<file path="src/dhi_macros.svh">
`ifndef DHI_MACROS_SVH
`define DHI_MACROS_SVH

// Data path and LFSR width
`define DHI_XLEN 32

// Width of mcycle and minstret
`define DHI_CNT_W 64

// Galois feedback mask for x^32 + x^22 + x^2 + x + 1, applied on a right shift
`define DHI_LFSR_TAPS 32'h8020_0003

// Non-zero seeds that each LFSR returns to after reset or a lockup
`define DHI_LFSR0_SEED 32'hAC53_3BF4
`define DHI_LFSR1_SEED 32'h5F27_C1A9
`define DHI_LFSR2_SEED 32'hD1E2_0B73

// Width of the dummy frequency field
`define DHI_FREQ_W 4

// Lowest frequency setting of each interval band; anything below 8_MIN gives N = 4
`define DHI_FREQ_8_MIN 4'd1
`define DHI_FREQ_16_MIN 4'd2
`define DHI_FREQ_32_MIN 4'd4
`define DHI_FREQ_64_MIN 4'd8

// Gap counter width, large enough to hold the longest interval of 64
`define DHI_GAP_W 7

`endif

</file>
<file path="src/dhi_isa_pkg.sv">
package dhi_isa_pkg;

  // One uncompressed RISC-V instruction word
  typedef logic [31:0] instr_t;

  // Index into the integer register file
  typedef logic [4:0] reg_addr_t;

  typedef logic [2:0] funct3_t;
  typedef logic [6:0] funct7_t;

  // The four instruction kinds a dummy may take
  typedef enum logic [1:0] {
    DUMMY_ADD  = 2'b00,
    DUMMY_AND  = 2'b01,
    DUMMY_MUL  = 2'b10,
    DUMMY_BLTU = 2'b11
  } dummy_op_e;

  // Major opcodes, only the ones a dummy can use
  typedef enum logic [6:0] {
    OPCODE_OP     = 7'h33,
    OPCODE_BRANCH = 7'h63
  } opcode_e;

  // ADD and MUL share funct3 and differ in funct7
  localparam funct3_t FUNCT3_ADD  = 3'b000;
  localparam funct3_t FUNCT3_AND  = 3'b111;
  localparam funct3_t FUNCT3_MUL  = 3'b000;
  localparam funct3_t FUNCT3_BLTU = 3'b110;

  localparam funct7_t FUNCT7_ADD = 7'b000_0000;
  localparam funct7_t FUNCT7_AND = 7'b000_0000;
  localparam funct7_t FUNCT7_MUL = 7'b000_0001;

  // Hard-wired zero register
  localparam reg_addr_t REG_X0 = 5'd0;

endpackage

</file>
<file path="src/dhi_ctrl_pkg.sv">
package dhi_ctrl_pkg;

  // Selects one LFSR on the CSR seed port
  // The encoding 2'd3 is unused and reads back as zero
  typedef enum logic [1:0] {
    LFSR0 = 2'd0,
    LFSR1 = 2'd1,
    LFSR2 = 2'd2
  } lfsr_sel_e;

  // Scheduler FSM
  // SCHED_COUNT counts real instructions until the gap runs out,
  // SCHED_INSERT waits for a ready slot to place the dummy
  typedef enum logic {
    SCHED_COUNT  = 1'b0,
    SCHED_INSERT = 1'b1
  } sched_state_e;

endpackage

</file>
<file path="src/dhi_lfsr_bank.sv">
`timescale 1ns/1ps

`include "dhi_macros.svh"

module dhi_lfsr_bank (
  input  logic                     clk_i,
  input  logic                     rst_ni,
  input  logic                     seed_we_i,
  input  dhi_ctrl_pkg::lfsr_sel_e  seed_sel_i,
  input  logic [`DHI_XLEN-1:0]     seed_wdata_i,
  input  logic                     adv0_i,
  input  logic                     adv12_i,
  output logic [`DHI_XLEN-1:0]     lfsr0_o,
  output logic [`DHI_XLEN-1:0]     lfsr1_o,
  output logic [`DHI_XLEN-1:0]     lfsr2_o,
  output logic [`DHI_XLEN-1:0]     seed_rdata_o
);

  localparam int NUM_LFSR = 3;

  localparam logic [NUM_LFSR-1:0][`DHI_XLEN-1:0] DEFAULT_SEED = {
    `DHI_LFSR2_SEED,
    `DHI_LFSR1_SEED,
    `DHI_LFSR0_SEED
  };

  logic [NUM_LFSR-1:0][`DHI_XLEN-1:0] lfsr_q;
  logic [NUM_LFSR-1:0]                adv;

  // LFSR1 and LFSR2 always step together for the operand pair
  assign adv = {adv12_i, adv12_i, adv0_i};

  for (genvar i = 0; i < NUM_LFSR; i++) begin : gen_lfsr
    logic                 seed_we;
    logic                 update;
    logic [`DHI_XLEN-1:0] lfsr_step;
    logic [`DHI_XLEN-1:0] lfsr_cand;
    logic [`DHI_XLEN-1:0] lfsr_d;

    assign seed_we = seed_we_i && (seed_sel_i == dhi_ctrl_pkg::lfsr_sel_e'(i));

    // Galois form: shift right and fold the tap mask in when bit 0 falls out
    assign lfsr_step = lfsr_q[i][0] ? ((lfsr_q[i] >> 1) ^ `DHI_LFSR_TAPS)
                                    : (lfsr_q[i] >> 1);

    // A CSR write wins, so an advance in the same cycle is lost
    assign lfsr_cand = seed_we ? seed_wdata_i : lfsr_step;
    assign update    = seed_we || adv[i];

    // An all-zero state would lock up, so fall back to the default seed
    assign lfsr_d = (lfsr_cand == '0) ? DEFAULT_SEED[i] : lfsr_cand;

    always_ff @(posedge clk_i) begin
      if (!rst_ni) begin
        lfsr_q[i] <= DEFAULT_SEED[i];
      end else if (update) begin
        lfsr_q[i] <= lfsr_d;
      end
    end
  end

  assign lfsr0_o = lfsr_q[0];
  assign lfsr1_o = lfsr_q[1];
  assign lfsr2_o = lfsr_q[2];

  always_comb begin
    case (seed_sel_i)
      dhi_ctrl_pkg::LFSR0: seed_rdata_o = lfsr_q[0];
      dhi_ctrl_pkg::LFSR1: seed_rdata_o = lfsr_q[1];
      dhi_ctrl_pkg::LFSR2: seed_rdata_o = lfsr_q[2];
      default:             seed_rdata_o = '0;
    endcase
  end

endmodule

</file>
<file path="src/dhi_dummy_scheduler.sv">
`timescale 1ns/1ps

`include "dhi_macros.svh"

module dhi_dummy_scheduler (
  input  logic                   clk_i,
  input  logic                   rst_ni,
  input  logic                   rnddummy_en_i,
  input  logic [`DHI_FREQ_W-1:0] rnddummyfreq_i,
  input  logic                   fetch_accept_i,
  input  logic                   id_ready_i,
  input  logic [`DHI_XLEN-1:0]   lfsr0_i,
  output logic                   insert_o,
  output logic                   adv0_o
);

  dhi_ctrl_pkg::sched_state_e state_q;
  logic [`DHI_GAP_W-1:0]      gap_q;
  logic                       gap_loaded_q;
  logic [`DHI_GAP_W-2:0]      gap_mask;
  logic [`DHI_GAP_W-1:0]      gap_reload;
  logic [`DHI_GAP_W-1:0]      gap_cur;

  // Interval N from the frequency field, expressed as the mask N-1
  always_comb begin
    if (rnddummyfreq_i >= `DHI_FREQ_64_MIN) begin
      gap_mask = 6'd63;
    end else if (rnddummyfreq_i >= `DHI_FREQ_32_MIN) begin
      gap_mask = 6'd31;
    end else if (rnddummyfreq_i >= `DHI_FREQ_16_MIN) begin
      gap_mask = 6'd15;
    end else if (rnddummyfreq_i >= `DHI_FREQ_8_MIN) begin
      gap_mask = 6'd7;
    end else begin
      gap_mask = 6'd3;
    end
  end

  // Random gap in the range 1 to N
  assign gap_reload = {1'b0, lfsr0_i[`DHI_GAP_W-2:0] & gap_mask} + `DHI_GAP_W'(1);

  // Right after enabling there is no gap yet, so the fresh one counts this cycle
  assign gap_cur = gap_loaded_q ? gap_q : gap_reload;

  // The dummy takes the slot only when ID can take it
  assign insert_o = (state_q == dhi_ctrl_pkg::SCHED_INSERT) && rnddummy_en_i && id_ready_i;
  assign adv0_o   = insert_o;

  always_ff @(posedge clk_i) begin
    if (!rst_ni) begin
      state_q      <= dhi_ctrl_pkg::SCHED_COUNT;
      gap_q        <= '0;
      gap_loaded_q <= 1'b0;
    end else if (!rnddummy_en_i) begin
      // Start over with a new gap when insertion is turned back on
      state_q      <= dhi_ctrl_pkg::SCHED_COUNT;
      gap_loaded_q <= 1'b0;
    end else begin
      case (state_q)
        dhi_ctrl_pkg::SCHED_COUNT: begin
          gap_loaded_q <= 1'b1;
          if (fetch_accept_i) begin
            gap_q <= gap_cur - `DHI_GAP_W'(1);
            if (gap_cur == `DHI_GAP_W'(1)) begin
              state_q <= dhi_ctrl_pkg::SCHED_INSERT;
            end
          end else begin
            gap_q <= gap_cur;
          end
        end
        dhi_ctrl_pkg::SCHED_INSERT: begin
          if (insert_o) begin
            state_q <= dhi_ctrl_pkg::SCHED_COUNT;
            gap_q   <= gap_reload;
          end
        end
        default: begin
          state_q <= dhi_ctrl_pkg::SCHED_COUNT;
        end
      endcase
    end
  end

endmodule

</file>
<file path="src/dhi_dummy_encoder.sv">
`timescale 1ns/1ps

`include "dhi_macros.svh"

module dhi_dummy_encoder (
  input  logic                 clk_i,
  input  logic                 rst_ni,
  input  logic                 insert_i,
  input  logic                 fetch_accept_i,
  input  logic                 id_ready_i,
  input  dhi_isa_pkg::instr_t  fetch_instr_i,
  input  logic [`DHI_XLEN-1:0] lfsr0_i,
  input  logic [`DHI_XLEN-1:0] lfsr1_i,
  input  logic [`DHI_XLEN-1:0] lfsr2_i,
  output logic                 instr_valid_o,
  output dhi_isa_pkg::instr_t  instr_o,
  output logic                 instr_dummy_o,
  output logic [`DHI_XLEN-1:0] operand_a_o,
  output logic [`DHI_XLEN-1:0] operand_b_o,
  output logic                 adv12_o
);

  dhi_isa_pkg::dummy_op_e  dummy_op;
  dhi_isa_pkg::reg_addr_t  dummy_rs1;
  dhi_isa_pkg::reg_addr_t  dummy_rs2;
  dhi_isa_pkg::opcode_e    dummy_opcode;
  dhi_isa_pkg::funct3_t    dummy_funct3;
  dhi_isa_pkg::funct7_t    dummy_funct7;
  dhi_isa_pkg::instr_t     dummy_instr;
  logic [`DHI_XLEN-1:0]    dummy_op_a;
  logic [`DHI_XLEN-1:0]    dummy_op_b;
  logic                    load_en;

  // Top bits of LFSR0, clear of the low bits the scheduler uses for the gap
  assign dummy_op  = dhi_isa_pkg::dummy_op_e'(lfsr0_i[31:30]);
  assign dummy_rs1 = lfsr0_i[29:25];
  assign dummy_rs2 = lfsr0_i[24:20];

  always_comb begin
    dummy_opcode = dhi_isa_pkg::OPCODE_OP;
    dummy_funct7 = dhi_isa_pkg::FUNCT7_ADD;
    case (dummy_op)
      dhi_isa_pkg::DUMMY_ADD: begin
        dummy_funct3 = dhi_isa_pkg::FUNCT3_ADD;
      end
      dhi_isa_pkg::DUMMY_AND: begin
        dummy_funct3 = dhi_isa_pkg::FUNCT3_AND;
        dummy_funct7 = dhi_isa_pkg::FUNCT7_AND;
      end
      dhi_isa_pkg::DUMMY_MUL: begin
        dummy_funct3 = dhi_isa_pkg::FUNCT3_MUL;
        dummy_funct7 = dhi_isa_pkg::FUNCT7_MUL;
      end
      default: begin
        // BLTU with all immediate bits zero branches to itself
        dummy_opcode = dhi_isa_pkg::OPCODE_BRANCH;
        dummy_funct3 = dhi_isa_pkg::FUNCT3_BLTU;
        dummy_funct7 = '0;
      end
    endcase
  end

  // Bits 11:7 are rd for the R-type ops and imm[4:1|11] for BLTU, zero in both cases
  assign dummy_instr = {dummy_funct7, dummy_rs2, dummy_rs1, dummy_funct3,
                        dhi_isa_pkg::REG_X0, dummy_opcode};

  assign dummy_op_a = (dummy_rs1 == dhi_isa_pkg::REG_X0) ? '0 : lfsr1_i;
  assign dummy_op_b = (dummy_rs2 == dhi_isa_pkg::REG_X0) ? '0 : lfsr2_i;

  // Fresh operands for the next dummy once this one has been taken
  assign adv12_o = insert_i && id_ready_i;
  assign load_en = id_ready_i && (insert_i || fetch_accept_i);

  always_ff @(posedge clk_i) begin
    if (!rst_ni) begin
      instr_valid_o <= 1'b0;
      instr_dummy_o <= 1'b0;
    end else if (id_ready_i) begin
      instr_valid_o <= insert_i || fetch_accept_i;
      instr_dummy_o <= insert_i;
    end
  end

  // Real instructions read their operands from the register file in ID
  always_ff @(posedge clk_i) begin
    if (load_en) begin
      instr_o     <= insert_i ? dummy_instr : fetch_instr_i;
      operand_a_o <= insert_i ? dummy_op_a : '0;
      operand_b_o <= insert_i ? dummy_op_b : '0;
    end
  end

endmodule

</file>
<file path="src/dhi_perf_counters.sv">
`timescale 1ns/1ps

`include "dhi_macros.svh"

module dhi_perf_counters (
  input  logic                  clk_i,
  input  logic                  rst_ni,
  input  logic [2:0]            mcountinhibit_i,
  input  logic                  retire_i,
  input  logic                  retire_dummy_i,
  output logic [`DHI_CNT_W-1:0] mcycle_o,
  output logic [`DHI_CNT_W-1:0] minstret_o
);

  logic mcycle_en;
  logic minstret_en;

  // Bit 0 is CY and bit 2 is IR, as in mcountinhibit; bit 1 has no counter here
  assign mcycle_en   = !mcountinhibit_i[0];
  assign minstret_en = !mcountinhibit_i[2] && retire_i && !retire_dummy_i;

  // Both counters wrap silently at the top of their range
  always_ff @(posedge clk_i) begin
    if (!rst_ni) begin
      mcycle_o <= '0;
    end else if (mcycle_en) begin
      mcycle_o <= mcycle_o + `DHI_CNT_W'(1);
    end
  end

  // Dummies still take a cycle, so they show in mcycle only
  always_ff @(posedge clk_i) begin
    if (!rst_ni) begin
      minstret_o <= '0;
    end else if (minstret_en) begin
      minstret_o <= minstret_o + `DHI_CNT_W'(1);
    end
  end

endmodule

</file>
<file path="src/dhi_top.sv">
`timescale 1ns/1ps

`include "dhi_macros.svh"

module dhi_top (
  input  logic                     clk_i,
  input  logic                     rst_ni,
  input  logic                     fetch_valid_i,
  input  dhi_isa_pkg::instr_t      fetch_instr_i,
  output logic                     fetch_ready_o,
  input  logic                     id_ready_i,
  output logic                     instr_valid_o,
  output dhi_isa_pkg::instr_t      instr_o,
  output logic                     instr_dummy_o,
  output logic [`DHI_XLEN-1:0]     operand_a_o,
  output logic [`DHI_XLEN-1:0]     operand_b_o,
  input  logic                     rnddummy_en_i,
  input  logic [`DHI_FREQ_W-1:0]   rnddummyfreq_i,
  input  logic                     seed_we_i,
  input  dhi_ctrl_pkg::lfsr_sel_e  seed_sel_i,
  input  logic [`DHI_XLEN-1:0]     seed_wdata_i,
  output logic [`DHI_XLEN-1:0]     seed_rdata_o,
  input  logic [2:0]               mcountinhibit_i,
  output logic [`DHI_CNT_W-1:0]    mcycle_o,
  output logic [`DHI_CNT_W-1:0]    minstret_o
);

  logic                 insert;
  logic                 fetch_accept;
  logic                 adv0;
  logic                 adv12;
  logic                 retire;
  logic [`DHI_XLEN-1:0] lfsr0;
  logic [`DHI_XLEN-1:0] lfsr1;
  logic [`DHI_XLEN-1:0] lfsr2;

  // A dummy takes the slot, so fetch stalls for that cycle
  assign fetch_ready_o = id_ready_i && !insert;
  assign fetch_accept  = fetch_valid_i && fetch_ready_o;

  // Anything leaving the IF/ID register retires in this model
  assign retire = instr_valid_o && id_ready_i;

  dhi_lfsr_bank u_lfsr_bank (
    .clk_i        (clk_i),
    .rst_ni       (rst_ni),
    .seed_we_i    (seed_we_i),
    .seed_sel_i   (seed_sel_i),
    .seed_wdata_i (seed_wdata_i),
    .adv0_i       (adv0),
    .adv12_i      (adv12),
    .lfsr0_o      (lfsr0),
    .lfsr1_o      (lfsr1),
    .lfsr2_o      (lfsr2),
    .seed_rdata_o (seed_rdata_o)
  );

  dhi_dummy_scheduler u_scheduler (
    .clk_i          (clk_i),
    .rst_ni         (rst_ni),
    .rnddummy_en_i  (rnddummy_en_i),
    .rnddummyfreq_i (rnddummyfreq_i),
    .fetch_accept_i (fetch_accept),
    .id_ready_i     (id_ready_i),
    .lfsr0_i        (lfsr0),
    .insert_o       (insert),
    .adv0_o         (adv0)
  );

  dhi_dummy_encoder u_encoder (
    .clk_i          (clk_i),
    .rst_ni         (rst_ni),
    .insert_i       (insert),
    .fetch_accept_i (fetch_accept),
    .id_ready_i     (id_ready_i),
    .fetch_instr_i  (fetch_instr_i),
    .lfsr0_i        (lfsr0),
    .lfsr1_i        (lfsr1),
    .lfsr2_i        (lfsr2),
    .instr_valid_o  (instr_valid_o),
    .instr_o        (instr_o),
    .instr_dummy_o  (instr_dummy_o),
    .operand_a_o    (operand_a_o),
    .operand_b_o    (operand_b_o),
    .adv12_o        (adv12)
  );

  dhi_perf_counters u_counters (
    .clk_i           (clk_i),
    .rst_ni          (rst_ni),
    .mcountinhibit_i (mcountinhibit_i),
    .retire_i        (retire),
    .retire_dummy_i  (instr_dummy_o),
    .mcycle_o        (mcycle_o),
    .minstret_o      (minstret_o)
  );

endmodule

</file>
<file path="config.mk">
export PLATFORM = sky130hd
export DESIGN_NAME = dhi_top
export DESIGN_NICKNAME = d
export VERILOG_FILES = /design/src/dhi_isa_pkg.sv /design/src/dhi_ctrl_pkg.sv /design/src/dhi_lfsr_bank.sv /design/src/dhi_dummy_scheduler.sv /design/src/dhi_dummy_encoder.sv /design/src/dhi_perf_counters.sv /design/src/dhi_top.sv
export VERILOG_INCLUDE_DIRS = /design/src
export SDC_FILE = /design/constraint.sdc
export NUM_CORES = 1
export LEC_CHECK = 0
export ABC_CLOCK_PERIOD_IN_PS = 3670
export BUFFER_PORTS_ARGS = -buffer_cell sky130_fd_sc_hd__buf_2
export CAP_MARGIN = 5
export CORE_AREA = 2 2 231 233
export DETAILED_ROUTE_END_ITERATION = 10
export DIE_AREA = 0 0 233 235
export GPL_ROUTABILITY_DRIVEN = 0
export PLACE_DENSITY = 0.53
export SLEW_MARGIN = 25
export SYNTH_ARGS = -nofsm -noshare
export SYNTH_HDL_FRONTEND = slang
export SYNTH_SLANG_ARGS = --single-unit
</file>
<file path="constraint.sdc">
create_clock -name clk_i -period 3.67 [get_ports clk_i]
set_clock_uncertainty 0.15 [all_clocks]
set_input_delay 0.1835 -clock clk_i [delete_from_list [all_inputs] [get_ports clk_i]]
set_output_delay 0.1835 -clock clk_i [all_outputs]
set_load 0.02 [all_outputs]
</file>
---- Yosys cells after proc, flatten, opt, wreduce, memory -nomap -nowiden ----
Cells that the tools add are included.
word-level totals
  bits in registers ....................... 331
  bits of input ports ..................... 79
operators by class
  add/sub/neg operators ................... 4
  reduce and logical (&&, ||, !) cells .... 32
  bitwise logic cells ..................... 6
  equal/unequal tests ..................... 6
  magnitude comparators ................... 4
  muxes and demuxes ....................... 26
operators with widths
  kind                   number
  $mux 32                10
  $add 64x1->64 const B  2
  $logic_not 32->1       3
  $pmux 32 s3            1
  $mux 7                 4
  $mux 6                 3
  $pmux 7 s2             1
  $logic_and 1x1->1      12
  $not 3->4              3
  $logic_not 5->1        2
  $add 6x1->7 const B    1
  $eq 7x1->1 const B     1
  $sub 7x1->7 const B    1
  $and 6x6->6            1
  $pmux 3 s2             1
  $reduce_or 2->1        3
  $eq 2x1->1 const B     2
  $eq 2x2->1 const B     2
  $ge 4x1->1 const B     1
  $ge 4x2->1 const B     1
  $ge 4x3->1 const B     1
  $ge 4x4->1 const B     1
  $logic_not 2->1        2
  $logic_or 1x1->1       4
  8 further kinds        15

---- Depth between registers and ports, before layout ----
Gate-level depths: netlist of run 1.
  word-level depth ........................ 12
  depth in mapped cells ................... 9

---- Modules after synthesis ----
A second synthesis of run 1 with hierarchy kept.
unflattened totals
  cell total of the unflattened synthesis .. 1811
  area total of the unflattened synthesis .. 16585.9 µm²
by module, submodules not included
  module               instances  area an instance (µm²)  cells each
  dhi_perf_counters    1          6182.2                  721
  dhi_lfsr_bank        1          5476.5                  675
  dhi_dummy_encoder    1          4018.9                  299
  dhi_dummy_scheduler  1          887.1                   113
  dhi_top              1          21.3                    3

---- Worst setup path after synthesis of run 1 ----
OpenSTA, ideal clock, no wires.
  path kind ............................... reg2reg
  from .................................... register u_scheduler.state_q
  to ...................................... register u_encoder.instr_o[0] (enable)
  arrival time ............................ 2.969 ns
  library setup time ...................... 0.906 ns
  cell stages (with the launch flop) ...... 6
  slack ................................... -0.355 ns
  clock period less this slack ............ 4.025 ns
  cell sequence ........................... dfxtp_1 clkbuf_1 nand3_1 clkbuf_1 clkbuf_1 nand2_1
on the way
  word-level cells in the longest chain between the ends .. 7
RTL lines
  element                              line                       text
  start: declaration                   dhi_dummy_scheduler.sv:17  dhi_ctrl_pkg::sched_state_e state_q;
  start signal: assignment             dhi_dummy_scheduler.sv:51  state_q <= dhi_ctrl_pkg::SCHED_COUNT;
  start signal: assignment             dhi_dummy_scheduler.sv:56  state_q <= dhi_ctrl_pkg::SCHED_COUNT;
  start signal: assignment             dhi_dummy_scheduler.sv:65  state_q <= dhi_ctrl_pkg::SCHED_INSERT;
  $logic_and 1x1->1 (*) (2 in series)  dhi_dummy_scheduler.sv:46  assign insert_o = (state_q == dhi_ctrl_pkg::SCHED_INSERT) && rnddummy_en_i && id_ready_i;
  $logic_not 1->1                      dhi_top.sv:38              assign fetch_ready_o = id_ready_i && !insert;
  $logic_and 1x1->1                    dhi_top.sv:38
  $logic_and 1x1->1                    dhi_top.sv:39              assign fetch_accept = fetch_valid_i && fetch_ready_o;
  $logic_or 1x1->1 (*)                 dhi_dummy_encoder.sv:72    assign load_en = id_ready_i && (insert_i || fetch_accept_i);
  $logic_and 1x1->1 (*)                dhi_dummy_encoder.sv:72
  via u_encoder.load_en                dhi_dummy_encoder.sv:32    logic load_en;
  end signal: assignment               dhi_dummy_encoder.sv:87    instr_o <= insert_i ? dummy_instr : fetch_instr_i;
  end: declaration                     dhi_dummy_encoder.sv:16    output dhi_isa_pkg::instr_t instr_o,
The timed path passes the listed nets; every way through them passes the cells marked *.
A chain may end at the register's enable or synchronous reset.

---- Worst setup path in the final report of run 1 ----
  from .................................... register u_lfsr_bank.lfsr_q (netlist bit u_lfsr_bank.lfsr0_o[1])
  to ...................................... register u_scheduler.gap_q[6]
on the way
  word-level cells in the longest chain between the ends .. 6
  elaborated cells between the ends (all ways) .. 7
RTL lines
  element                           line                       text
  start: declaration                dhi_lfsr_bank.sv:27        logic [NUM_LFSR-1:0][`DHI_XLEN-1:0] lfsr_q;
  start signal: indexed assignment  dhi_lfsr_bank.sv:55        lfsr_q[i] <= DEFAULT_SEED[i];
  start signal: indexed assignment  dhi_lfsr_bank.sv:57        lfsr_q[i] <= lfsr_d;
  $and 6x6->6 (*)                   dhi_dummy_scheduler.sv:40  assign gap_reload = {1'b0, lfsr0_i[`DHI_GAP_W-2:0] & gap_mask} + `DHI_GAP_W'(1);
  $add 6x1->7 (*)                   dhi_dummy_scheduler.sv:40
  $mux 7                            dhi_dummy_scheduler.sv:43  assign gap_cur = gap_loaded_q ? gap_q : gap_reload;
  $sub 7x1->7                       dhi_dummy_scheduler.sv:63  gap_q <= gap_cur - `DHI_GAP_W'(1);
  $mux 7                            dhi_dummy_scheduler.sv:62  if (fetch_accept_i) begin
  $pmux 7 s2 (*)                    dhi_dummy_scheduler.sv:59  case (state_q)
  end signal: assignment            dhi_dummy_scheduler.sv:63
  end signal: assignment            dhi_dummy_scheduler.sv:68  gap_q <= gap_cur;
  end signal: assignment            dhi_dummy_scheduler.sv:74  gap_q <= gap_reload;
  end: declaration                  dhi_dummy_scheduler.sv:18  logic [`DHI_GAP_W-1:0] gap_q;
Every way passes the cells marked *; elsewhere a longest branch is shown, timed or not. The select of a mux whose other input is x is not followed.

==> impl_metrics.json, run 1 <==
{
  "drv_slew": 0,
  "cts_made_buffers": 39,
  "placement.io_buffers": 336,
  "grt_pass1_wl_mm": 81.5,
  "setup_viol": 0,
  "cts-root-buf": "clkbuf_16",
  "yosys_warnings": 0,
  "status": "complete, no violations",
  "final-instance-count-excl-fill": 2854,
  "cts.sink_count": 331,
  "die_y_um": 235,
  "cp_slowest_cell": "a2111oi_0",
  "drtIter0Drc": 1083,
  "crit_type": "reg -> reg",
  "wire_per_inst_um": 18.9,
  "syn-num-nets": 1842,
  "placed_cells": 2711,
  "cpPeakStageDelay_ps": 570,
  "r2r_slack_ps": 830,
  "cp-start-kind": "flop",
  "hpwl_mm": 38.3,
  "ff_latch_area_sq_um": 7590,
  "grt_antenna_before_repair": 6,
  "critPathCaptureType": "flop",
  "worst_pin_slew_ps": 914,
  "ctsLongestPathBuffers": 3,
  "clk_latency_ps": 580,
  "worstPathArrival_ps": 3160,
  "drc": 0,
  "final_nets": 2220,
  "max_slew_margin_pct": 38.5,
  "fp.dieW_um": 233,
  "critPathRequiredTime_ps": 3990,
  "maxCapViolations": 0,
  "cp_common_cell": "ha_1",
  "path_buf_inv": 0,
  "nFillCells": 5284,
  "synth-seq-cells": 331,
  "rsz0062_at_grt": "no",
  "setup_tns_ps": 0,
  "area_delta_synth_final_pct": 28.8,
  "post-route-period-util_pct": 77.4,
  "finalPower_mw": 8.64,
  "via_count": 14526,
  "multi_input_area_sq_um": 7380,
  "synthDistinctLibCells": 66,
  "syn_area_sq_um": 15500,
  "core_area_sq_um": 52200,
  "htreeDepth": 2,
  "hp-class": "in -> reg",
  "finalHoldViolations": 0,
  "vias_per_cell": 5.09,
  "rows": 84,
  "first_global_vias": 13760,
  "final_cell_mix": "buf_2, nand2_1, dfxtp_1, nor2_1, edfxtp_1",
  "finalCoreUtilization_pct": 38.3,
  "clkTransAtPathRegs_ps": 60,
  "grt-ovfl-total": 0,
  "post_cts_buffers": 0,
  "gr-usage-all-layers_pct": 19.0,
  "worst-path-max-fanout": 4,
  "syn_inst": 1758,
  "antenna_left": 0,
  "max_freq_mhz": 352,
  "synthArstFlopShare_pct": 0,
  "min_period_ps": 2840,
  "peakVddDrop_uv": 300,
  "cts_tree": "done",
  "drt-total-wl_mm": 53.8,
  "cp_cell_sequence": "ha_1, mux2i_1, ha_1, nand3_1, a2111oi_0, nand4_1, xor2_1, a311oi_1",
  "synth_edf_count": 96,
  "layout_commonest_cell": "buf_2",
  "power_leakage_nw": 7.74,
  "dieArea_sq_um": 54800,
  "drt_first_pass_iters": 6,
  "grt_max_degree": 145,
  "drive_gt1_share_pct": 21.4,
  "ys_seq_area_share_pct": 48.9,
  "io_pins": 338,
  "initial_core_util_pct": 29.7,
  "synth_area_per_cell_sq_um": 8.82,
  "synth_flop_cell": "dfxtp_1",
  "powerDensity_nw_per_um2": 432,
  "crit_family": "compound AO/OA/AOI/OAI gates"
}
==> repair_timing <==
action / in CTS / in global routing
hold buffers: 72 / 0
resized for setup: 0 / 0
endpoints found under the hold margin: 136 / 0
==> final timing paths <==
check | depth (start not counted) | endpoint | start
setup / recovery | 8 | u_scheduler.gap_q[6] | u_lfsr_bank.lfsr0_o[1]
hold / removal | 3 | u_lfsr_bank.lfsr0_o[25] | rst_ni
setup reg to reg | 8 | u_scheduler.gap_q[6] | u_lfsr_bank.lfsr0_o[1]
hold reg to reg | 2 | u_counters.mcycle_o[63] | u_counters.mcycle_o[63]
==> area by class of cell <==
type	count	area share, %
diodes	1	0.0125
clock buffers	54	5.66
clock inverters	16	0.889
inverters	34	0.651
multi-input cells	1285	36.9
flip-flops and latches	331	38.0
well taps	688	4.31
repair buffers	445	13.6
==> sequential cells by signal (all words and copies together) (netlist names) <==
name,flops
u_scheduler.state_q,1
u_encoder.instr_o,32
u_encoder.operand_b_o,32
u_scheduler.gap_loaded_q,1
u_encoder.instr_dummy_o,1
u_encoder.instr_valid_o,1
u_counters.minstret_o,64
u_encoder.operand_a_o,32
u_lfsr_bank.lfsr0_o,32
u_scheduler.gap_q,7
u_counters.mcycle_o,64
u_lfsr_bank.lfsr1_o,32
u_lfsr_bank.lfsr2_o,32
==> metal layers <==
metal / GRT usage, % / wire, um
met3: 5.04 / 4540
met1: 24.9 / 23100
met2: 29.1 / 23800
met5: 0 / 67
met4: 8.53 / 2250
==> per-stage QoR <==
stage / hold slack [ps] / setup slack, ps / area [sq um]
finish: 53.9 / 829 / 20000
global route: 39.7 / 512 / 20000
CTS: 7.40 / 853 / 20000
detailed placement: 296 / 790 / 18000
global placement: 291 / 773 / 18000
floorplan: 170 / 552 / 15500
==> cells in the mapped netlist (all sizes together), types with 8 or more instances <==
| cell | count | area, sq um |
|---|---|---|
| o22ai | 13 | 81.3 |
| clkbuf | 96 | 370 |
| and2 | 90 | 563 |
| nand2 | 277 | 1040 |
| nor2 | 223 | 837 |
| and4 | 14 | 123 |
| buf | 9 | 50.0 |
| edfxtp | 96 | 2880 |
| nor4 | 65 | 407 |
| and3 | 11 | 68.8 |
| nand3 | 53 | 265 |
| or4 | 8 | 67.6 |
| o21ai | 67 | 339 |
| a21oi | 49 | 290 |
| nand4 | 44 | 275 |
| or3 | 18 | 113 |
| a311oi | 38 | 333 |
| xnor2 | 87 | 762 |
| inv | 34 | 128 |
| dfxtp | 235 | 4700 |
| xor2 | 35 | 307 |
| a31oi | 42 | 263 |
| mux2i | 44 | 440 |
| nor3 | 43 | 220 |
==> where the power goes <==
group / switching (mW) / internal, mW / total, mW
Sequential: 0.102 / 3.85 / 3.96
Clock: 1.64 / 2.31 / 3.95
Combinational: 0.469 / 0.264 / 0.733
Total: 2.21 / 6.43 / 8.64
==> logic make-up after synthesis <==
group,count (synthesis),share of synthesized area [%]
DFF,331,48.9
muxes,45,2.91
AOI/OAI and AO/OA,239,10.2
and+or+nand+nor,874,27.0
adders and majority gates,5,0.403
xor gates and xnor gates,122,6.89
buffers and inverters,142,3.70
==> worst register-to-register path: stages (launching register included) <==
cell and delay (ps):
dfxtp_1 390, ha_1 300, mux2i_1 300, ha_1 230
nand3_1 140, a2111oi_0 570, nand4_1 200, xor2_1 190
a311oi_1 250
Power figures use the tool's default switching activity.
==> run 2: changes to the inputs <==
--- a/config.mk
+++ b/config.mk
@@ -6,14 +6,14 @@
 export SDC_FILE = /design/constraint.sdc
 export NUM_CORES = 1
 export LEC_CHECK = 0
-export ABC_CLOCK_PERIOD_IN_PS = 3670
+export ABC_CLOCK_PERIOD_IN_PS = 2780
 export BUFFER_PORTS_ARGS = -buffer_cell sky130_fd_sc_hd__buf_2
 export CAP_MARGIN = 5
 export CORE_AREA = 2 2 231 233
 export DETAILED_ROUTE_END_ITERATION = 10
 export DIE_AREA = 0 0 233 235
 export GPL_ROUTABILITY_DRIVEN = 0
-export PLACE_DENSITY = 0.53
+export PLACE_DENSITY = 0.51
 export SLEW_MARGIN = 25
 export SYNTH_ARGS = -nofsm -noshare
 export SYNTH_HDL_FRONTEND = slang
==> constraint.sdc (replaced) <==
create_clock -name clk_i -period 2.78 [get_ports clk_i]
set_clock_uncertainty 0.15 [all_clocks]
set_input_delay 0.139 -clock clk_i [delete_from_list [all_inputs] [get_ports clk_i]]
set_output_delay 0.139 -clock clk_i [all_outputs]
set_load 0.02 [all_outputs]
==> impl_metrics.json, run 2 (synthesized netlist as in run 1, its figures left out) <==
{
  "whs_ps": 75.5,
  "hpwl_mm": 40.1,
  "clk_latency_ps": 560,
  "netSwitchingFraction_pct": 25.8,
  "drt-total-wl_mm": 56.2,
  "post-route-period-util_pct": 93.6,
  "hold_path_end": "u_scheduler.gap_q[3]",
  "crit_type": "in -> reg",
  "grt-ovfl-total": 0,
  "max_freq_mhz": 384,
  "drive_gt1_share_pct": 22.6,
  "combinationalPowerShare_pct": 9.2,
  "multi_input_area_sq_um": 7380,
  "r2r_cells": 6,
  "final_cell_mix": "buf_2, nand2_1, dfxtp_1, nor2_1, edfxtp_1",
  "cp-start-kind": "primary input",
  "drv_slew": 0,
  "io_pins": 338,
  "initial_core_util_pct": 29.7,
  "power_frac_clock_pct": 44.5,
  "grt_antenna_before_repair": 5,
  "rsz0062_at_grt": "no",
  "layout_commonest_cell": "buf_2",
  "vias_per_cell": 5.07,
  "worst_pin_slew_ps": 813,
  "die_y_um": 235,
  "worst-path-max-fanout": 13,
  "min_period_ps": 2600,
  "final_nets": 2270,
  "powerDensity_nw_per_um2": 555,
  "finalHoldViolations": 0,
  "cts-root-buf": "clkbuf_16",
  "drc": 0,
  "r2r-end": "u_counters.minstret_o[53]",
  "grt_max_degree": 120,
  "ctsLongestPathBuffers": 3,
  "cts_made_buffers": 41,
  "final-instance-count-excl-fill": 2906,
  "r2r_slack_ps": 250,
  "whs_path_depth": 5,
  "area_delta_synth_final_pct": 30.8,
  "wire_per_inst_um": 19.3,
  "placement.io_buffers": 336,
  "clkTransAtPathRegs_ps": 60,
  "fp.dieW_um": 233,
  "reg_top3": "u_counters.mcycle_o x64, u_counters.minstret_o x64",
  "cts.sink_count": 331,
  "min_from": "rnddummyfreq_i[1]",
  "ff_latch_area_sq_um": 7590,
  "cts_tree": "done",
  "hp-class": "in -> reg",
  "drtIter0Drc": 1268,
  "power_leakage_nw": 7.94,
  "core_area_sq_um": 52200,
  "finalPower_mw": 11.3,
  "worstPathArrival_ps": 2940,
  "grt_pass1_wl_mm": 85.0,
  "nFillCells": 5291,
  "sequentialPowerShare_pct": 46.2,
  "maxCapViolations": 0,
  "dieArea_sq_um": 54800,
  "gr-usage-all-layers_pct": 19.8,
  "status": "complete, no violations",
  "first_global_vias": 14276,
  "critPathRequiredTime_ps": 3120,
  "setup_tns_ps": 0,
  "p_int_mw": 8.36,
  "peakVddDrop_uv": 385,
  "critPathCaptureType": "flop",
  "htreeDepth": 2,
  "rows": 84,
  "setup_viol": 0,
  "max_slew_margin_pct": 44.4,
  "drt_first_pass_iters": 5,
  "reg2reg_from": "u_counters.minstret_o[8]",
  "via_count": 14745,
  "switching_power_mw": 2.90,
  "antenna_left": 0,
  "placed_cells": 2755
}
## run 2: cell types whose count changed in the layout (fill, tap and decap cells not counted), moves of 3 or more
cell / previous run / this run
buf_4: 34 / 80
clkbuf_8: 10 / 1
clkinv_1: 2 / 9
clkbuf_1: 5 / 11
clkbuf_16: 39 / 42
## run 2: critical path, stage by stage
cell and delay [ps]:
dlygate4sd3_1 550, buf_2 160, or4_1 510, or4_4 440
or4_4 530, o21ai_2 90, a41oi_4 170, buf_12 210
a21oi_1 130
## run 2: per-stage QoR
stage / setup slack [ps] / utilization, % / cell area (sq um)
after global routing: 25.0 / 38.9 / 20300
after global placement: 78.2 / 35.0 / 18300
after floorplan: 136 / - / 15500
after CTS: 44.1 / 38.8 / 20300
after detailed placement: 43.7 / 35.0 / 18300
final: 179 / 38.9 / 20300
## run 2: power by group through the flow
stage	Clock [mW]	Sequential, mW	Combinational (mW)
global route	5.36	5.22	1.11
finish	5.02	5.21	1.04
global placement	0	5.31	0.931
detailed placement	0	5.31	0.939
CTS	5.18	5.21	1.02
floorplan	0	5.33	0.462
## run 2: repair_timing
item,in CTS,in global routing
resized for setup,0,1
hold buffers,73,0
setup endpoints to repair,0,10
setup buffers,0,3
hold endpoints to repair,140,0
## run 2: worst max path at each step
stage	from	endpoint	depth (start not counted)
2_1_floorplan	u_counters.mcycle_o[0]	u_counters.mcycle_o[56]	7
3_3_place_gp	seed_wdata_i[6]	u_lfsr_bank.lfsr1_o[18]	7
3_5_place_dp	seed_wdata_i[6]	u_lfsr_bank.lfsr1_o[21]	7
4_1_cts	seed_wdata_i[6]	u_lfsr_bank.lfsr1_o[18]	8
5_1_grt	u_scheduler.gap_loaded_q	u_scheduler.gap_q[6]	8
6_report	seed_wdata_i[6]	u_lfsr_bank.lfsr1_o[0]	9
## run 2: final cells by class
cell class                 count  share of cell area, %
antenna                        1                 0.0123
clock buffer                  54                   5.45
clock inverter                20                  0.654
inverter                      34                  0.641
multi-input combinational   1285                   36.4
sequential                   331                   37.4
tap                          688                   4.24
timing repair buffer         493                   15.2
## run 2: per-layer routing
layer | global-route usage (%) | vias to the layer above | share of wire (%)
li1 | - | 7043 | -
met1 | 26.1 | 7057 | 43
met2 | 31.6 | 538 | 46
met3 | 4.34 | 99 | 7.6
met4 | 7.66 | 8 | 3.6
met5 | 0 | - | 0.084
